[src/hdl/fpn_pkg.sv]
// ----------------------------------------------------------------------
// shared widths, class and flag bit positions for the FP16 normalizer
// extended mantissa is 3 integer bits, 10 fraction bits, G, R, 7 sticky
// rounding modes follow the RISC-V encoding, unknown codes truncate
// ----------------------------------------------------------------------
`default_nettype none

package fpn_pkg;

    localparam int FP16_EXP_W   = 5;   // packed exponent
    localparam int FP16_MAN_W   = 10;  // stored fraction
    localparam int EXT_EXP_W    = 6;   // incoming extended exponent
    localparam int EXT_MAN_W    = 22;  // incoming extended mantissa
    localparam int NORM_EXP_W   = 8;   // internal signed exponent, no wrap
    localparam int FP16_BIAS    = 15;
    localparam int FP16_EXP_MAX = 31;  // all-ones exponent

    localparam logic [15:0] FP16_QNAN = 16'h7E00;  // canonical quiet NaN

    // ------------------------------------------------------------------
    // class vector, one-hot by convention
    // ------------------------------------------------------------------
    typedef logic [9:0] class_t;

    localparam int CLS_NEG_INF  = 0;
    localparam int CLS_NEG_NORM = 1;
    localparam int CLS_NEG_SUB  = 2;
    localparam int CLS_NEG_ZERO = 3;
    localparam int CLS_POS_ZERO = 4;
    localparam int CLS_POS_SUB  = 5;
    localparam int CLS_POS_NORM = 6;
    localparam int CLS_POS_INF  = 7;
    localparam int CLS_SNAN     = 8;
    localparam int CLS_QNAN     = 9;

    // ------------------------------------------------------------------
    // exception flags, RISC-V fflags order
    // ------------------------------------------------------------------
    typedef logic [4:0] flags_t;

    localparam int FLG_NX = 0;  // inexact
    localparam int FLG_UF = 1;  // underflow
    localparam int FLG_OF = 2;  // overflow
    localparam int FLG_DZ = 3;  // divide by zero, passed through only
    localparam int FLG_NV = 4;  // invalid

    typedef enum logic [2:0] {
        RM_RNE = 3'd0,  // nearest, ties to even
        RM_RTZ = 3'd1,  // toward zero
        RM_RDN = 3'd2,  // toward -inf
        RM_RUP = 3'd3,  // toward +inf
        RM_RMM = 3'd4   // nearest, ties to max magnitude
    } rmode_e;

endpackage

`default_nettype wire

[src/hdl/fpn_stage_if.sv]
// ----------------------------------------------------------------------
// one operation passed between two adjacent stages
// payload is only meaningful in the cycle valid is high, no ready
// ----------------------------------------------------------------------
`timescale 1ns/1ps
`default_nettype none

interface fpn_stage_if #(
    parameter int INT_W = 32
);
    import fpn_pkg::*;

    logic                         valid;    // one-cycle strobe
    logic                         sign;
    logic signed [NORM_EXP_W-1:0] exp;      // biased, may go out of range
    logic [INT_W-1:0]             sig_hi;   // bits above the binary point
    logic [FP16_MAN_W-1:0]        sig_lo;   // fraction
    logic [2:0]                   grs;      // guard, round, sticky
    class_t                       cls;
    flags_t                       flags;
    logic                         bypass;   // special case, no arithmetic
    logic                         inexact;  // rounded up somewhere

    modport src (output valid, sign, exp, sig_hi, sig_lo, grs, cls, flags, bypass, inexact);
    modport dst (input  valid, sign, exp, sig_hi, sig_lo, grs, cls, flags, bypass, inexact);

endinterface

`default_nettype wire

[src/hdl/fp16_normalizer.sv]
// ----------------------------------------------------------------------
// FP16 normalize-and-round unit, also converts integers to half
// one operation in flight, start while busy is dropped
// latency varies with the operand, done_o marks the end
// ----------------------------------------------------------------------
`timescale 1ns/1ps
`default_nettype none

module fp16_normalizer #(
    parameter int INT_W = 32  // 16 also supported
) (
    input  logic                          clk_i,
    input  logic                          rstn_i,
    input  logic                          start_i,     // one-cycle pulse
    input  logic [2:0]                    rmode_i,
    input  logic                          funct_i,     // 1 = integer to half
    input  logic                          sign_i,
    input  logic [fpn_pkg::EXT_EXP_W-1:0] exponent_i,
    input  logic [fpn_pkg::EXT_MAN_W-1:0] mantissa_i,
    input  logic [INT_W-1:0]              integer_i,
    input  fpn_pkg::class_t               class_i,
    input  fpn_pkg::flags_t               flags_i,
    output logic [15:0]                   result_o,
    output fpn_pkg::flags_t               flags_o,
    output logic                          done_o
);
    import fpn_pkg::*;

    fpn_stage_if #(.INT_W(INT_W)) intake_if ();  // intake -> normalizer
    fpn_stage_if #(.INT_W(INT_W)) norm_if   ();  // normalizer -> rounder
    fpn_stage_if #(.INT_W(INT_W)) round_if  ();  // rounder -> packer

    fpn_intake #(.INT_W(INT_W)) u_intake (
        .clk_i      (clk_i),
        .rstn_i     (rstn_i),
        .start_i    (start_i),
        .funct_i    (funct_i),
        .sign_i     (sign_i),
        .exponent_i (exponent_i),
        .mantissa_i (mantissa_i),
        .integer_i  (integer_i),
        .class_i    (class_i),
        .flags_i    (flags_i),
        .done_i     (done_o),  // releases busy
        .out_o      (intake_if.src)
    );

    fpn_normalizer #(.INT_W(INT_W)) u_normalizer (
        .clk_i  (clk_i),
        .rstn_i (rstn_i),
        .in_i   (intake_if.dst),
        .out_o  (norm_if.src)
    );

    fpn_rounder u_rounder (
        .clk_i   (clk_i),
        .rstn_i  (rstn_i),
        .rmode_i (rmode_e'(rmode_i)),
        .in_i    (norm_if.dst),
        .out_o   (round_if.src)
    );

    fpn_packer u_packer (
        .clk_i    (clk_i),
        .rstn_i   (rstn_i),
        .in_i     (round_if.dst),
        .result_o (result_o),
        .flags_o  (flags_o),
        .done_o   (done_o)
    );

endmodule

`default_nettype wire

[src/hdl/fpn_intake.sv]
// ----------------------------------------------------------------------
// stage 1, captures the operands and loads the shift register
// start is ignored while an operation is between accept and done
// the integer path assumes an unsigned magnitude with separate sign
// ----------------------------------------------------------------------
`timescale 1ns/1ps
`default_nettype none

module fpn_intake #(
    parameter int INT_W = 32
) (
    input  logic                          clk_i,
    input  logic                          rstn_i,
    input  logic                          start_i,
    input  logic                          funct_i,     // 1 = integer to half
    input  logic                          sign_i,
    input  logic [fpn_pkg::EXT_EXP_W-1:0] exponent_i,
    input  logic [fpn_pkg::EXT_MAN_W-1:0] mantissa_i,
    input  logic [INT_W-1:0]              integer_i,
    input  fpn_pkg::class_t               class_i,
    input  fpn_pkg::flags_t               flags_i,
    input  logic                          done_i,      // from the packer
    fpn_stage_if.src                      out_o
);
    import fpn_pkg::*;

    logic busy_q;
    logic accept;
    logic int_zero;
    logic special;

    assign accept   = start_i & ~busy_q;
    assign int_zero = funct_i & (integer_i == '0);  // converting zero

    // classes and flags that skip the arithmetic
    assign special = class_i[CLS_SNAN]    | class_i[CLS_QNAN]     |
                     class_i[CLS_NEG_ZERO] | class_i[CLS_POS_ZERO] |
                     class_i[CLS_NEG_SUB]  | class_i[CLS_POS_SUB]  |
                     class_i[CLS_NEG_INF]  | class_i[CLS_POS_INF]  |
                     flags_i[FLG_UF] | flags_i[FLG_OF] | flags_i[FLG_NV];

    always_ff @(posedge clk_i or negedge rstn_i) begin
        if (!rstn_i) begin
            busy_q      <= 1'b0;
            out_o.valid <= 1'b0;
        end else begin
            out_o.valid <= accept;
            if (accept) begin
                busy_q <= 1'b1;
            end else if (done_i) begin
                busy_q <= 1'b0;  // packer finished
            end
        end
    end

    always_ff @(posedge clk_i) begin
        if (accept) begin
            out_o.sign    <= sign_i;
            out_o.flags   <= flags_i;
            out_o.bypass  <= special | int_zero;
            out_o.inexact <= 1'b0;
            out_o.cls     <= int_zero ? (class_i | class_t'(1 << CLS_POS_ZERO)) : class_i;
            if (funct_i) begin
                out_o.exp    <= NORM_EXP_W'(FP16_BIAS);  // value 1.0 when msb at bit 0
                out_o.sig_hi <= integer_i;
                out_o.sig_lo <= '0;
                out_o.grs    <= '0;
            end else begin
                out_o.exp    <= NORM_EXP_W'(exponent_i);          // zero extended
                out_o.sig_hi <= INT_W'(mantissa_i[21:19]);         // integer part
                out_o.sig_lo <= mantissa_i[18:9];                  // fraction
                out_o.grs    <= {mantissa_i[8], mantissa_i[7], |mantissa_i[6:0]};
            end
        end
    end

endmodule

`default_nettype wire

[src/hdl/fpn_normalizer.sv]
// ----------------------------------------------------------------------
// stage 2, one bit per cycle until the leading one sits at sig_hi[0]
// left shifts also stop once the exponent reaches 0 or below
// latency depends on the operand, bypassed items take one cycle
// ----------------------------------------------------------------------
`timescale 1ns/1ps
`default_nettype none

module fpn_normalizer #(
    parameter int INT_W = 32
) (
    input  logic     clk_i,
    input  logic     rstn_i,
    fpn_stage_if.dst in_i,
    fpn_stage_if.src out_o
);
    import fpn_pkg::*;

    typedef enum logic [1:0] {ST_IDLE, ST_DIR, ST_SHIFT} state_e;

    state_e                       state_q;
    logic                         valid_q;
    logic                         left_q;   // shift direction
    logic                         sign_q;
    logic signed [NORM_EXP_W-1:0] exp_q;
    logic [INT_W-1:0]             hi_q;
    logic [FP16_MAN_W-1:0]        lo_q;
    logic [2:0]                   grs_q;
    class_t                       cls_q;
    flags_t                       flags_q;
    logic                         bypass_q;
    logic                         inexact_q;
    logic                         stop;

    assign stop = (hi_q == INT_W'(1)) | (left_q & (exp_q <= 0));

    always_ff @(posedge clk_i or negedge rstn_i) begin
        if (!rstn_i) begin
            state_q <= ST_IDLE;
            valid_q <= 1'b0;
            left_q  <= 1'b0;
        end else begin
            valid_q <= 1'b0;
            case (state_q)
                ST_IDLE: begin
                    if (in_i.valid) begin
                        if (in_i.bypass) begin
                            valid_q <= 1'b1;  // straight through
                        end else begin
                            state_q <= ST_DIR;
                        end
                    end
                end
                ST_DIR: begin
                    left_q  <= (hi_q == '0);  // below 1.0
                    state_q <= ST_SHIFT;
                end
                ST_SHIFT: begin
                    if (stop) begin
                        valid_q <= 1'b1;
                        state_q <= ST_IDLE;
                    end
                end
                default: state_q <= ST_IDLE;
            endcase
        end
    end

    // ------------------------------------------------------------------
    // shift register
    // ------------------------------------------------------------------
    always_ff @(posedge clk_i) begin
        if ((state_q == ST_IDLE) && in_i.valid) begin
            sign_q    <= in_i.sign;
            exp_q     <= in_i.exp;
            hi_q      <= in_i.sig_hi;
            lo_q      <= in_i.sig_lo;
            grs_q     <= in_i.grs;
            cls_q     <= in_i.cls;
            flags_q   <= in_i.flags;
            bypass_q  <= in_i.bypass;
            inexact_q <= in_i.inexact;
        end else if ((state_q == ST_SHIFT) && !stop) begin
            if (left_q) begin
                exp_q <= exp_q - 1'b1;
                hi_q  <= {hi_q[INT_W-2:0], lo_q[FP16_MAN_W-1]};
                lo_q  <= {lo_q[FP16_MAN_W-2:0], grs_q[2]};
                grs_q <= {grs_q[1], grs_q[0], grs_q[0]};  // sticky held
            end else begin
                exp_q <= exp_q + 1'b1;
                hi_q  <= {1'b0, hi_q[INT_W-1:1]};
                lo_q  <= {hi_q[0], lo_q[FP16_MAN_W-1:1]};
                grs_q <= {lo_q[0], grs_q[2], grs_q[1] | grs_q[0]};  // sticky collects
            end
        end
    end

    assign out_o.valid   = valid_q;
    assign out_o.sign    = sign_q;
    assign out_o.exp     = exp_q;
    assign out_o.sig_hi  = hi_q;
    assign out_o.sig_lo  = lo_q;
    assign out_o.grs     = grs_q;
    assign out_o.cls     = cls_q;
    assign out_o.flags   = flags_q;
    assign out_o.bypass  = bypass_q;
    assign out_o.inexact = inexact_q;

endmodule

`default_nettype wire

[src/hdl/fpn_packer.sv]
// ----------------------------------------------------------------------
// stage 4, range check, special values, flags and the result register
// subnormal results are flushed to a signed zero with UF
// result and flags hold until the next done pulse
// ----------------------------------------------------------------------
`timescale 1ns/1ps
`default_nettype none

module fpn_packer (
    input  logic            clk_i,
    input  logic            rstn_i,
    fpn_stage_if.dst        in_i,
    output logic [15:0]     result_o,
    output fpn_pkg::flags_t flags_o,
    output logic            done_o
);
    import fpn_pkg::*;

    logic        of;
    logic        uf;
    flags_t      flags_n;
    logic [15:0] result_n;

    // range only matters when the item went through the arithmetic
    assign of = ~in_i.bypass & (in_i.exp >= FP16_EXP_MAX);
    assign uf = ~in_i.bypass & ((in_i.exp <= 0) | ~in_i.sig_hi[0]);  // or no hidden one

    always_comb begin
        flags_n         = in_i.flags;
        flags_n[FLG_NV] = in_i.flags[FLG_NV] | in_i.cls[CLS_SNAN];
        flags_n[FLG_OF] = in_i.flags[FLG_OF] | of;
        flags_n[FLG_UF] = in_i.flags[FLG_UF] | uf;
        flags_n[FLG_NX] = in_i.flags[FLG_NX] | in_i.inexact;
    end

    // ------------------------------------------------------------------
    // result select, order matters
    // ------------------------------------------------------------------
    always_comb begin
        if (in_i.cls[CLS_SNAN] | in_i.cls[CLS_QNAN] | in_i.flags[FLG_NV]) begin
            result_n = FP16_QNAN;
        end else if (in_i.cls[CLS_NEG_INF] | in_i.cls[CLS_POS_INF] | flags_n[FLG_OF]) begin
            result_n = {in_i.sign, {FP16_EXP_W{1'b1}}, {FP16_MAN_W{1'b0}}};
        end else if (in_i.cls[CLS_NEG_ZERO] | in_i.cls[CLS_POS_ZERO]) begin
            result_n = {in_i.cls[CLS_NEG_ZERO], 15'd0};  // sign from class
        end else if (flags_n[FLG_UF] | in_i.cls[CLS_NEG_SUB] | in_i.cls[CLS_POS_SUB]) begin
            result_n = {in_i.sign, 15'd0};  // flush to zero
        end else begin
            result_n = {in_i.sign, in_i.exp[FP16_EXP_W-1:0], in_i.sig_lo};
        end
    end

    always_ff @(posedge clk_i or negedge rstn_i) begin
        if (!rstn_i) begin
            result_o <= '0;
            flags_o  <= '0;
            done_o   <= 1'b0;
        end else begin
            done_o <= in_i.valid;
            if (in_i.valid) begin
                result_o <= result_n;
                flags_o  <= flags_n;
            end
        end
    end

endmodule

`default_nettype wire

[src/hdl/fpn_rounder.sv]
// ----------------------------------------------------------------------
// stage 3, rounds the 11-bit significand in a single cycle
// a carry out needs only one right shift, done here
// rmode_i is sampled when the item arrives, hold it stable meanwhile
// ----------------------------------------------------------------------
`timescale 1ns/1ps
`default_nettype none

module fpn_rounder (
    input  logic            clk_i,
    input  logic            rstn_i,
    input  fpn_pkg::rmode_e rmode_i,
    fpn_stage_if.dst        in_i,
    fpn_stage_if.src        out_o
);
    import fpn_pkg::*;

    logic [FP16_MAN_W:0]   sig;   // hidden bit + fraction
    logic [FP16_MAN_W+1:0] sum;   // one extra for the carry
    logic                  up;
    logic                  carry;

    assign sig = {in_i.sig_hi[0], in_i.sig_lo};

    always_comb begin
        case (rmode_i)
            RM_RNE:  up = in_i.grs[2] & (in_i.grs[1] | in_i.grs[0] | sig[0]);
            RM_RTZ:  up = 1'b0;
            RM_RDN:  up = in_i.sign & (|in_i.grs);
            RM_RUP:  up = ~in_i.sign & (|in_i.grs);
            RM_RMM:  up = in_i.grs[2];
            default: up = 1'b0;  // unknown mode truncates
        endcase
        if (in_i.bypass) begin
            up = 1'b0;
        end
    end

    assign sum   = {1'b0, sig} + (FP16_MAN_W + 2)'(up);
    assign carry = sum[FP16_MAN_W+1];

    always_ff @(posedge clk_i or negedge rstn_i) begin
        if (!rstn_i) begin
            out_o.valid <= 1'b0;
        end else begin
            out_o.valid <= in_i.valid;
        end
    end

    always_ff @(posedge clk_i) begin
        if (in_i.valid) begin
            out_o.sign    <= in_i.sign;
            out_o.cls     <= in_i.cls;
            out_o.flags   <= in_i.flags;
            out_o.bypass  <= in_i.bypass;
            out_o.inexact <= in_i.inexact | up;
            if (in_i.bypass) begin
                out_o.exp    <= in_i.exp;
                out_o.sig_hi <= in_i.sig_hi;
                out_o.sig_lo <= in_i.sig_lo;
                out_o.grs    <= in_i.grs;
            end else begin
                out_o.exp       <= in_i.exp + NORM_EXP_W'(carry);  // renormalize
                out_o.sig_hi    <= '0;
                out_o.sig_hi[0] <= carry | sum[FP16_MAN_W];
                out_o.sig_lo    <= carry ? sum[FP16_MAN_W:1] : sum[FP16_MAN_W-1:0];
                out_o.grs       <= '0;  // consumed by rounding
            end
        end
    end

endmodule

`default_nettype wire

[config.mk]
export PLATFORM = sky130hd
export DESIGN_NAME = fp16_normalizer
export DESIGN_NICKNAME = d
export VERILOG_FILES = /design/src/hdl/fpn_pkg.sv /design/src/hdl/fpn_stage_if.sv /design/src/hdl/fp16_normalizer.sv /design/src/hdl/fpn_intake.sv /design/src/hdl/fpn_normalizer.sv /design/src/hdl/fpn_packer.sv /design/src/hdl/fpn_rounder.sv
export SDC_FILE = /design/constraint.sdc
export NUM_CORES = 1
export LEC_CHECK = 0
export ABC_AREA = 1
export BUFFER_PORTS_ARGS = -buffer_cell sky130_fd_sc_hd__buf_2
export CORE_MARGIN = 5
export CORE_UTILIZATION = 58
export DETAILED_ROUTE_END_ITERATION = 6
export HOLD_SLACK_MARGIN = 0.03
export PLACE_DENSITY = 0.79
export SYNTH_ARGS = -nofsm -noshare
export SYNTH_HDL_FRONTEND = slang
export SYNTH_SLANG_ARGS = --single-unit
[constraint.sdc]
create_clock -name clk_i -period 3.95 [get_ports clk_i]
set_clock_uncertainty 0.15 [all_clocks]
set_input_delay 0 -clock clk_i [delete_from_list [all_inputs] [get_ports clk_i]]
set_output_delay 0 -clock clk_i [all_outputs]
set_load 0.01 [all_outputs]
* Word-level counts from Yosys, hierarchy flattened
Index checks and enable logic that the tools add are counted.
Cells by class: $add $sub $neg 4, magnitude comparators 3, eq/ne operators 10, muxes and demuxes 33, bitwise operators 39, reduce and logical (&&, ||, !) cells 13
Operators with widths (number):
- two-way mux 32 bit | 3
- logical NOT 32 bit | 2
- two-way mux 10 bit | 5
- two-way mux 16 bit | 3
- equality test 32 x 1 -> 1 bit, second input constant | 1
- two-way mux 8 bit | 4
- OR 1 bit | 27
- less-or-equal comparator 8 x 1 -> 1 bit, second input constant | 2
- two-way mux 15 bit | 1
- adder 11 x 1 -> 12 bit | 1
- two-way mux 3 bit | 4
- adder 8 x 1 -> 8 bit | 1
- adder 8 x 1 -> 8 bit, second input constant | 1
- AND 1 bit | 8
- greater-or-equal comparator 8 x 6 -> 1 bit, second input constant | 1
- subtractor 8 x 1 -> 8 bit, second input constant | 1
- two-way mux 1 bit | 7
- OR reduction 7 bit | 1
- equality test 3 x 2 -> 1 bit, second input constant | 2
- two-way mux 2 bit | 3
- inequality test 2 bit, second input constant | 3
- case mux 2 bit (3 select lines) | 1
- NOT 1 bit | 4
- case mux 1 bit (4 select lines) | 1
- other kinds (13) | 15
Word-level totals: register bits 206, input port bits 83, output and inout bits 22, logic and storage cells 139

* Longest topological paths before layout
Gate-level depths: netlist (run 1).
depth in word-level cells 11, gate-level depth with buffers 15, depth with buffers taken out 15

* Modules after synthesis
From an unflattened synthesis (run 1), not the netlist that was laid out.
Unflattened totals: cell total of the unflattened synthesis 1062, area total of the unflattened synthesis 10832.9 sq um
By module, submodules not included:
- fpn_normalizer | instances 1, cells an instance 427, area each 3905.0 sq um, seq. area each 2232.1 sq um
- fpn_rounder | instances 1, cells an instance 270, area each 3094.2 sq um, seq. area each 2157.1 sq um
- fpn_intake | instances 1, cells an instance 231, area each 2761.4 sq um, seq. area each 2092.0 sq um
- fpn_packer | instances 1, cells an instance 134, area each 1072.3 sq um, seq. area each 550.5 sq um

* Least setup slack after synthesis (run 1)
No wires, ideal clock.
path kind reg2reg, from register u_normalizer.bypass_q (netlist: u_normalizer.out_o.bypass), to register u_rounder.out_o.exp[7] (data pin), library setup time 266 ps, arrival time 2468 ps, required time 3534 ps, setup slack 1066 ps, stages on the path, launching flop included 14, path buffers 0, clock period less this slack 2884 ps, cell sequence edfxtp_1 -> inv_1 -> o211ai_1 -> nor4_1 -> ha_1 -> nand2_2 -> nor2_2 -> nand2_2 -> nor3_4 -> ha_1 -> nand4_1 -> nand3b_1 -> nor3_1 -> xor2_1
Between the ends: cells in the longest elaborated chain, start to end 4
Ends and longest elaborated chain:
- start: declaration | RTL line fpn_normalizer.sv:31 | logic bypass_q;
- start signal: assignment | RTL line fpn_normalizer.sv:81 | bypass_q <= in_i.bypass;
- two-way mux 1 bit | RTL line fpn_rounder.sv:34 | if (in_i.bypass) begin
- named net u_rounder.up | RTL line fpn_rounder.sv:20 | logic up;
- adder 11 x 1 -> 12 bit | RTL line fpn_rounder.sv:39 | assign sum = {1'b0, sig} + (FP16_MAN_W + 2)'(up);
- adder 8 x 1 -> 8 bit | RTL line fpn_rounder.sv:63 | out_o.exp <= in_i.exp + NORM_EXP_W'(carry);
- two-way mux 8 bit | RTL line fpn_rounder.sv:57 | if (in_i.bypass) begin
- end: declaration | RTL line fpn_stage_if.sv:24 | modport src (output valid, sign, exp, sig_hi, sig_lo, grs, cls, flags, bypass, inexact);
The timed path passes the listed nets, and every way through them passes these cells. A chain may end at the register's enable or synchronous reset.

* Final worst setup path (run 1)
from register u_normalizer.lo_q[0] (netlist: u_normalizer.out_o.sig_lo[0]), to register u_rounder.out_o.exp[7] (data pin)
Between the ends: cells in the longest elaborated chain, start to end 7
Ends and longest elaborated chain:
- start: declaration | RTL line fpn_normalizer.sv:27 | logic [FP16_MAN_W-1:0] lo_q;
- start signal: assignment | RTL line fpn_normalizer.sv:77 | lo_q <= in_i.sig_lo;
- start signal: assignment | RTL line fpn_normalizer.sv:87 | lo_q <= {lo_q[FP16_MAN_W-2:0], grs_q[2]};
- start signal: assignment | RTL line fpn_normalizer.sv:92 | lo_q <= {hi_q[0], lo_q[FP16_MAN_W-1:1]};
- OR 1 bit | RTL line fpn_rounder.sv:27 | RM_RNE: up = in_i.grs[2] & (in_i.grs[1] | in_i.grs[0] | sig[0]);
- AND 1 bit | RTL line fpn_rounder.sv:27
- case mux 1 bit (4 select lines) | RTL line fpn_rounder.sv:26 | case (rmode_i)
- two-way mux 1 bit | RTL line fpn_rounder.sv:34
- named net u_rounder.up | RTL line fpn_rounder.sv:20
- adder 11 x 1 -> 12 bit | RTL line fpn_rounder.sv:39
- adder 8 x 1 -> 8 bit | RTL line fpn_rounder.sv:63
- two-way mux 8 bit | RTL line fpn_rounder.sv:57
The timed path passes the listed nets, and every way through them passes these cells.

==> reports/qor.csv, run 1 <==
metric;value;unit
final net count;1121;
Final Setup Violations;0;
Seq/Total Area, Yosys;65.8;%
PortBufs;102;
Comb pwr share;3.8;%
Final Cycle Share;90.7;%
Tot GR Track Use;22.6;%
WHS Path Cells;2;
Post-DP HPWL;11800;um
vias in the first global route;6551;
Pint;3.28;mW
Yosys Warn Count;0;
Min-Delay Path Class;input port to register;
net switching fraction of the power;20.4;%
Lkg Pwr;4.64;nW
antenna cells;0;
fill count;985;
Power Density;379;nW/um2
Worst Path Class, Setup;register to register;
Distinct cells, synth;37;
Antenna Nets Post-Route;0;
syn avg cell area;10.3;um2
Fin Setup TNS;0;ps
worst slack at placement;728;ps
Flop pwr share;54.6;%
Post-Syn Nets;948;
Tmin final;3580;ps
via count;6667;
clock sinks;198;
Post-Syn Area;8820;um2
Slew Limit Headroom;30.6;%
routed len/inst;15.8;um
most frequent cells in the layout;nand2_1, edfxtp_1, nor2_1;
Detailed Route WL;19400;um
ys flop type;edfxtp_1;
Synth Instances;854;
Site Rows;45;
slack of the critical path;369;ps
first-pass GRT wire length;31800;um
CTS clk-pin slew, worst paths;70;ps
Die W;133;um
data arrival time of the critical path;3600;ps
DRC;0;
Setup crit end kind;register;
CTS tree;built;
Highest Clock Rate;279;MHz
share of layout cells above drive strength 1;15.9;%
Worst Hold Margin;117;ps
Post-synth EDFFs;169;
Core Region;15000;um2
Die Ht;133;um
initial antenna violation count;0;
RSZ-0062 raised after global routing;false;
CTS buffer count;17;
Max-cap violations;0;
latest clock arrival within the worst-skew pair;430;ps
Yosys reg bits;198;
P&R area growth vs syn;23.1;%
CTS Buffer Depth;2;
worst r2r src;u_normalizer.out_o.sig_lo[0]$_DFFE_PP_;
largest net degree at the start of global routing;95;
I/O pins;105;
Async SR Flop Fraction;14.6;%
Slew @ Worst Pin;1040;ps
Pre-Repair DR Iteration Count;7;
R2R cell count;15;
Post-CTS Setup Bufs;0;
Switching Power;840;uW
CP required;3970;ps
CTS root buffer;clkbuf_16;
H-Tree Level Count;4;
Startpoint Class;register;
Critical Path Fanout Max;4;
WHS Endpoint;u_intake.out_o.exp[4]$_SDFFCE_PP0P_;
status;complete, no violations;
reg2reg end;u_rounder.out_o.exp[7]$_DFFE_PP_;
fin. max-slew vios;0;
reg-to-reg slack, setup;370;ps
gr ovfl total;0;
die area;17800;um2
DR iter-0 viols;534;
Avg Vias per Cell;5.43;
Clk pwr share;41.6;%
final-report hold violation count;0;
initial core utilization;58.6;%
commonest non-fill, non-tap cell in the layout;nand2_1;
Min-Delay Startpoint;funct_i;
gpl congestion;0.852;
Peak VDD IR;335;uV
layer usage:
| layer | share of wire (%) | GRT usage (%) | vias to the layer above |
|---|---|---|---|
| li1 | - | - | 3235 |
| met1 | 40 | 28.2 | 3113 |
| met2 | 51 | 38.8 | 281 |
| met3 | 6.7 | 5.25 | 38 |
| met4 | 2.4 | 8.00 | 0 |
| met5 | 0 | 0 | - |
cells by family (layout without fill, tap and decap cells):
family,Yosys count,after routing,share of synthesized area [%]
adder cells (fa/ha/maj),11,11,1.65
XOR/XNOR,14,14,1.39
AND/OR/NAND/NOR,422,422,19.9
flip-flops,198,198,65.8
buffers and inverters,120,306,5.27
AO/OA/AOI/OAI,89,89,5.96
through the flow:
| step | instance area, um2 | power, mW | util, % | cells |
|---|---|---|---|---|
| floorplan | 8820 | 2.32 | - | 854 |
| global placement | 9490 | 2.38 | 63.1 | 1119 |
| detailed placement | 9490 | 2.38 | 63.1 | 1119 |
| CTS | 10800 | 4.11 | 72.2 | 1228 |
| global route | 10900 | 4.24 | 72.2 | 1228 |
| finish | 10900 | 4.12 | 72.2 | 1228 |
synthesized netlist by cell type, types with 5 or more instances:
cell / n / area [um2]
nand4_1: 11 / 68.8
nand2_1: 232 / 871
ha_1: 10 / 125
nor3_1: 10 / 50.1
a21oi_1: 13 / 65.1
or2_2: 6 / 37.5
a31oi_1: 47 / 294
nor2_1: 112 / 420
o21ai_0: 19 / 95.1
xor2_1: 13 / 114
inv_1: 84 / 315
nand3_1: 26 / 130
dfrtp_1: 29 / 726
clkbuf_1: 19 / 71.3
buf_2: 8 / 40.0
buf_1: 5 / 18.8
edfxtp_1: 169 / 5070
nor4_1: 11 / 68.8
worst max path at each step:
stage                                                      start                                to  slack [ps]  cells after the start
after global placement       u_normalizer.out_o.bypass$_DFFE_PP_  u_rounder.out_o.exp[7]$_DFFE_PP_         850                     13
after detailed placement     u_normalizer.out_o.bypass$_DFFE_PP_  u_rounder.out_o.exp[7]$_DFFE_PP_         730                     13
after floorplan              u_normalizer.out_o.bypass$_DFFE_PP_  u_rounder.out_o.exp[7]$_DFFE_PP_        1070                     13
final                     u_normalizer.out_o.sig_lo[0]$_DFFE_PP_  u_rounder.out_o.exp[7]$_DFFE_PP_         370                     15
after CTS                 u_normalizer.out_o.sig_lo[0]$_DFFE_PP_  u_rounder.out_o.exp[7]$_DFFE_PP_         340                     15
after global routing      u_normalizer.out_o.sig_lo[0]$_DFFE_PP_  u_rounder.out_o.exp[7]$_DFFE_PP_          90                     15
area by class of cell:
type	instances	area [um2]	share of cell area, %
inverters	87	327	3.01
repair buffers	187	1350	12.4
flip-flops and latches	198	5800	53.4
clock buffers	18	429	3.95
clock inverters	14	150	1.38
multi-input cells	536	2560	23.6
well taps	188	235	2.17
what timing repair did:
| item | 4_1_cts | 5_1_grt |
|---|---|---|
| endpoints found under the hold margin | 97 | 0 |
| gates resized for setup | 0 | 1 |
| hold buffers | 77 | 0 |
| setup endpoints to repair | 0 | 2 |
power by group through the flow:
stage / Clock [mW] / Sequential, mW / Combinational [mW]
floorplan: 0 / 2.29 / 0.0303
global placement: 0 / 2.29 / 0.0851
detailed placement: 0 / 2.29 / 0.0882
CTS: 1.72 / 2.25 / 0.147
global route: 1.82 / 2.25 / 0.172
finish: 1.71 / 2.25 / 0.156
worst max-delay path, cell delays in order (launching register included):
cell           delay, ps
edfxtp_1             420
inv_1                 90
nand3_1              100
a21oi_1               60
dlygate4sd3_1        570
nor4_2               220
ha_1                 250
nand2_2               60
nor2_2               150
nand2_2              140
nor3_4               220
ha_1                 210
nand4_1              130
nand3b_1             230
nor3_1               220
xor2_1               100
registers in the layout (all words and copies together) (netlist names), 2 cells and up:
name                       count
u_packer.flags_o               5
u_intake.out_o.sig_lo         10
u_normalizer.out_o.cls         8
u_normalizer.out_o.sig_hi     32
u_rounder.out_o.cls            8
u_normalizer.out_o.grs         3
u_intake.out_o.sig_hi         32
u_intake.out_o.grs             3
u_rounder.out_o.sig_lo        10
u_intake.out_o.exp             6
u_rounder.out_o.flags          5
u_packer.result_o             16
u_normalizer.out_o.sig_lo     10
u_normalizer.out_o.exp         8
u_intake.out_o.cls             8
u_normalizer.out_o.flags       5
u_intake.out_o.flags           5
u_rounder.out_o.exp            8
u_normalizer.state_q           2
Power figures use the tool's default switching activity.
==> inputs of run 2 (changes only) <==
--- a/config.mk
+++ b/config.mk
@@ -8,10 +8,11 @@
 export ABC_AREA = 1
 export BUFFER_PORTS_ARGS = -buffer_cell sky130_fd_sc_hd__buf_2
 export CORE_MARGIN = 5
-export CORE_UTILIZATION = 58
+export CORE_UTILIZATION = 60
 export DETAILED_ROUTE_END_ITERATION = 6
 export HOLD_SLACK_MARGIN = 0.03
-export PLACE_DENSITY = 0.79
+export PLACE_DENSITY = 0.81
 export SYNTH_ARGS = -nofsm -noshare
 export SYNTH_HDL_FRONTEND = slang
+export SYNTH_HIERARCHICAL = 1
 export SYNTH_SLANG_ARGS = --single-unit
==> run 2 against run 1 <==
Global-route usage is 1.3 points higher. Power fell by 0.89%. Synthesized area grew 6.3%. Cell area is 4.3% higher. Die area up 2.5%. Critical path type unchanged. Via count rose by 7.5%. First-iteration DRC count fell by 2.4%. Highest routed layer unchanged. Utilization up 2.0 points. Critical endpoint is now u_rounder/out_o.exp[6]$_DFFE_PP_. Fmax up 31%. Final cell count grew 9.9%. Sequential power barely moved. Register-to-register slack better by 850 ps.
==> reports/qor.csv, run 2 <==
metric;value;unit
initial core utilization;61.4;%
Clk pwr share;40.5;%
met2 wire length;10600;um
number of cells in the finished layout apart from fillers;1349;
cell mode on critical path;ha_1;
Antenna Nets Post-Route;0;
routed len/inst;15.5;um
Highest Clock Rate;367;MHz
worst setup path endpoint;u_rounder/out_o.exp[6]$_DFFE_PP_;
fin area;11300;um2
post-placement cell area;9950;um2
Worst Path Class, Setup;register to register;
wl on met1;8340;um
Critical Path, Cell by Cell;a21oi_1, ha_1, nand2_1, nor2_2, nand2_2, inv_1, ha_1, ha_1, nand4_1, nor2_1, xor2_1;
worst slack at placement;1240;ps
CTS tree;built;
PortBufs;102;
Critical Path Fanout Max;13;
DR iter-0 viols;521;
data arrival time of the critical path;2750;ps
RSZ-0062 raised after global routing;false;
Core Region;15300;um2
vias in the first global route;7089;
commonest non-fill, non-tap cell in the layout;nand2_1;
Final Cycle Share;69.0;%
fin. max-slew vios;0;
Tot GR Track Use;23.8;%
syn avg cell area;9.84;um2
R2R cell count;11;
Startpoint Class;register;
Pre-Repair DR Iteration Count;7;
CTS buffer count;17;
CP max stage cell;edfxtp_1;
Lkg Pwr;5.04;nW
P&R area growth vs syn;20.8;%
clock sinks;199;
initial antenna violation count;2;
worst r2r src;u_normalizer/out_o.bypass$_DFFE_PP_;
Slew @ Worst Pin;988;ps
die area;18200;um2
Site Rows;45;
gr ovfl total;0;
Final Core Density;74.2;%
Synth Instances;952;
Final Setup Violations;0;
first-pass GRT wire length;34200;um
Routed met3 length;1340;um
I/O pins;105;
Min-Delay Path Class;input port to register;
Overall Power;4.08;mW
gpl congestion;0.895;
CTS clk-pin slew, worst paths;70;ps
CP Buf/Inv Count;1;
Post-DP HPWL;12300;um
biggest registers after layout;u_intake/out_o.sig_hi (32), u_normalizer/out_o.sig_hi (32), u_packer/result_o (16);
net switching fraction of the power;20.5;%
final-report hold violation count;0;
Yosys Warn Count;6;
final net count;1218;
H-Tree Level Count;4;
most frequent cells in the layout;nand2_1, edfxtp_1, nor2_1;
Max-cap violations;0;
Detailed Route WL;20900;um
Die Ht;135;um
slack of the critical path;1220;ps
Setup crit end kind;register;
largest net degree at the start of global routing;76;
Worst Hold Margin;119;ps
Tmin final;2730;ps
delay of the slowest critical-path stage;650;ps
Switching Power;836;uW
Slew Limit Headroom;34.1;%
Flop pwr share;55.4;%
latest clock arrival within the worst-skew pair;430;ps
Pint;3.25;mW
via count;7167;
DR top layer;met4;
CP startpoint;u_normalizer/out_o.bypass$_DFFE_PP_;
share of layout cells above drive strength 1;15.1;%
Comb pwr share;4.1;%
CP required;3970;ps
CTS Buffer Depth;2;
critical path depth in cells;11;
Die W;135;um
reg2reg end;u_rounder/out_o.exp[6]$_DFFE_PP_;
reg-to-reg slack, setup;1220;ps
Avg Vias per Cell;5.31;
CTS root buffer;clkbuf_16;
DRC;0;
dpl cells;1236;
largest delay contributor family on the critical path;flip-flops;
Peak VDD IR;307;uV
status;complete, no violations;
Post-Syn Area;9370;um2
Power Density;361;nW/um2
Fin Setup TNS;0;ps
-- run 2: changes by cell type in the layout (fill, tap and decap cells not counted), moves of 5 or more --
cell     change
nand2_1     +27
o21ai_0      -5
nor3_1       -7
nor2_1      +24
o21ai_1      +7
inv_1       +32
nand3_1     +15
nor4_1       -8
xor2_1       -6
-- run 2: power by group through the flow --
stage / Clock [mW] / Sequential (mW) / Combinational (mW)
after detailed placement: 0 / 2.31 / 0.0961
after CTS: 1.66 / 2.26 / 0.158
after global placement: 0 / 2.31 / 0.0931
final: 1.65 / 2.26 / 0.167
after floorplan: 0 / 2.31 / 0.0410
after global routing: 1.78 / 2.26 / 0.184
-- run 2: worst reg2reg max path: cells and delay by family (launching register included) --
kind	cells	cell delay (ps)
flip-flops	1	650
adder cells (fa/ha/maj)	3	610
AND/OR/NAND/NOR	5	630
XOR/XNOR	1	80
buffers and inverters	1	70
AO/OA/AOI/OAI	1	280
-- run 2: cell type report --
| type | count | area, um2 |
|---|---|---|
| fillers | 986 | 3940 |
| clock inverters | 11 | 82.6 |
| flip-flops and latches | 199 | 5830 |
| inverters | 120 | 455 |
| clock buffers | 21 | 482 |
| diodes | 2 | 5.00 |
| well taps | 211 | 264 |
| multi-input cells | 597 | 2840 |
| repair buffers | 188 | 1360 |
-- run 2: worst min path at each step --
stage / from / endpoint / cells after the start
after floorplan: rstn_i / u_intake/busy_q$_DFFE_PN0P_ / 0
final: funct_i / u_intake/out_o.exp[4]$_SDFFCE_PP0P_ / 2
after CTS: funct_i / u_intake/out_o.exp[4]$_SDFFCE_PP0P_ / 2
after global routing: class_i[2] / u_intake/out_o.cls[2]$_DFFE_PP_ / 2
after detailed placement: rstn_i / u_packer/flags_o[2]$_DFFE_PN0P_ / 1
after global placement: rstn_i / u_packer/flags_o[2]$_DFFE_PN0P_ / 1
-- run 2: timing repair --
action	CTS	global route
hold buffers	79	0
buffers inserted	0	0
hold endpoints to repair	97	0
gates resized for setup	0	0
-- run 2: per-layer routing --
layer  GRT usage [%]  vias to the layer above
met4            10.8                        0
li1                -                     3474
met3            4.77                       54
met2            40.7                      316
met5               0                        -
met1            29.4                     3323
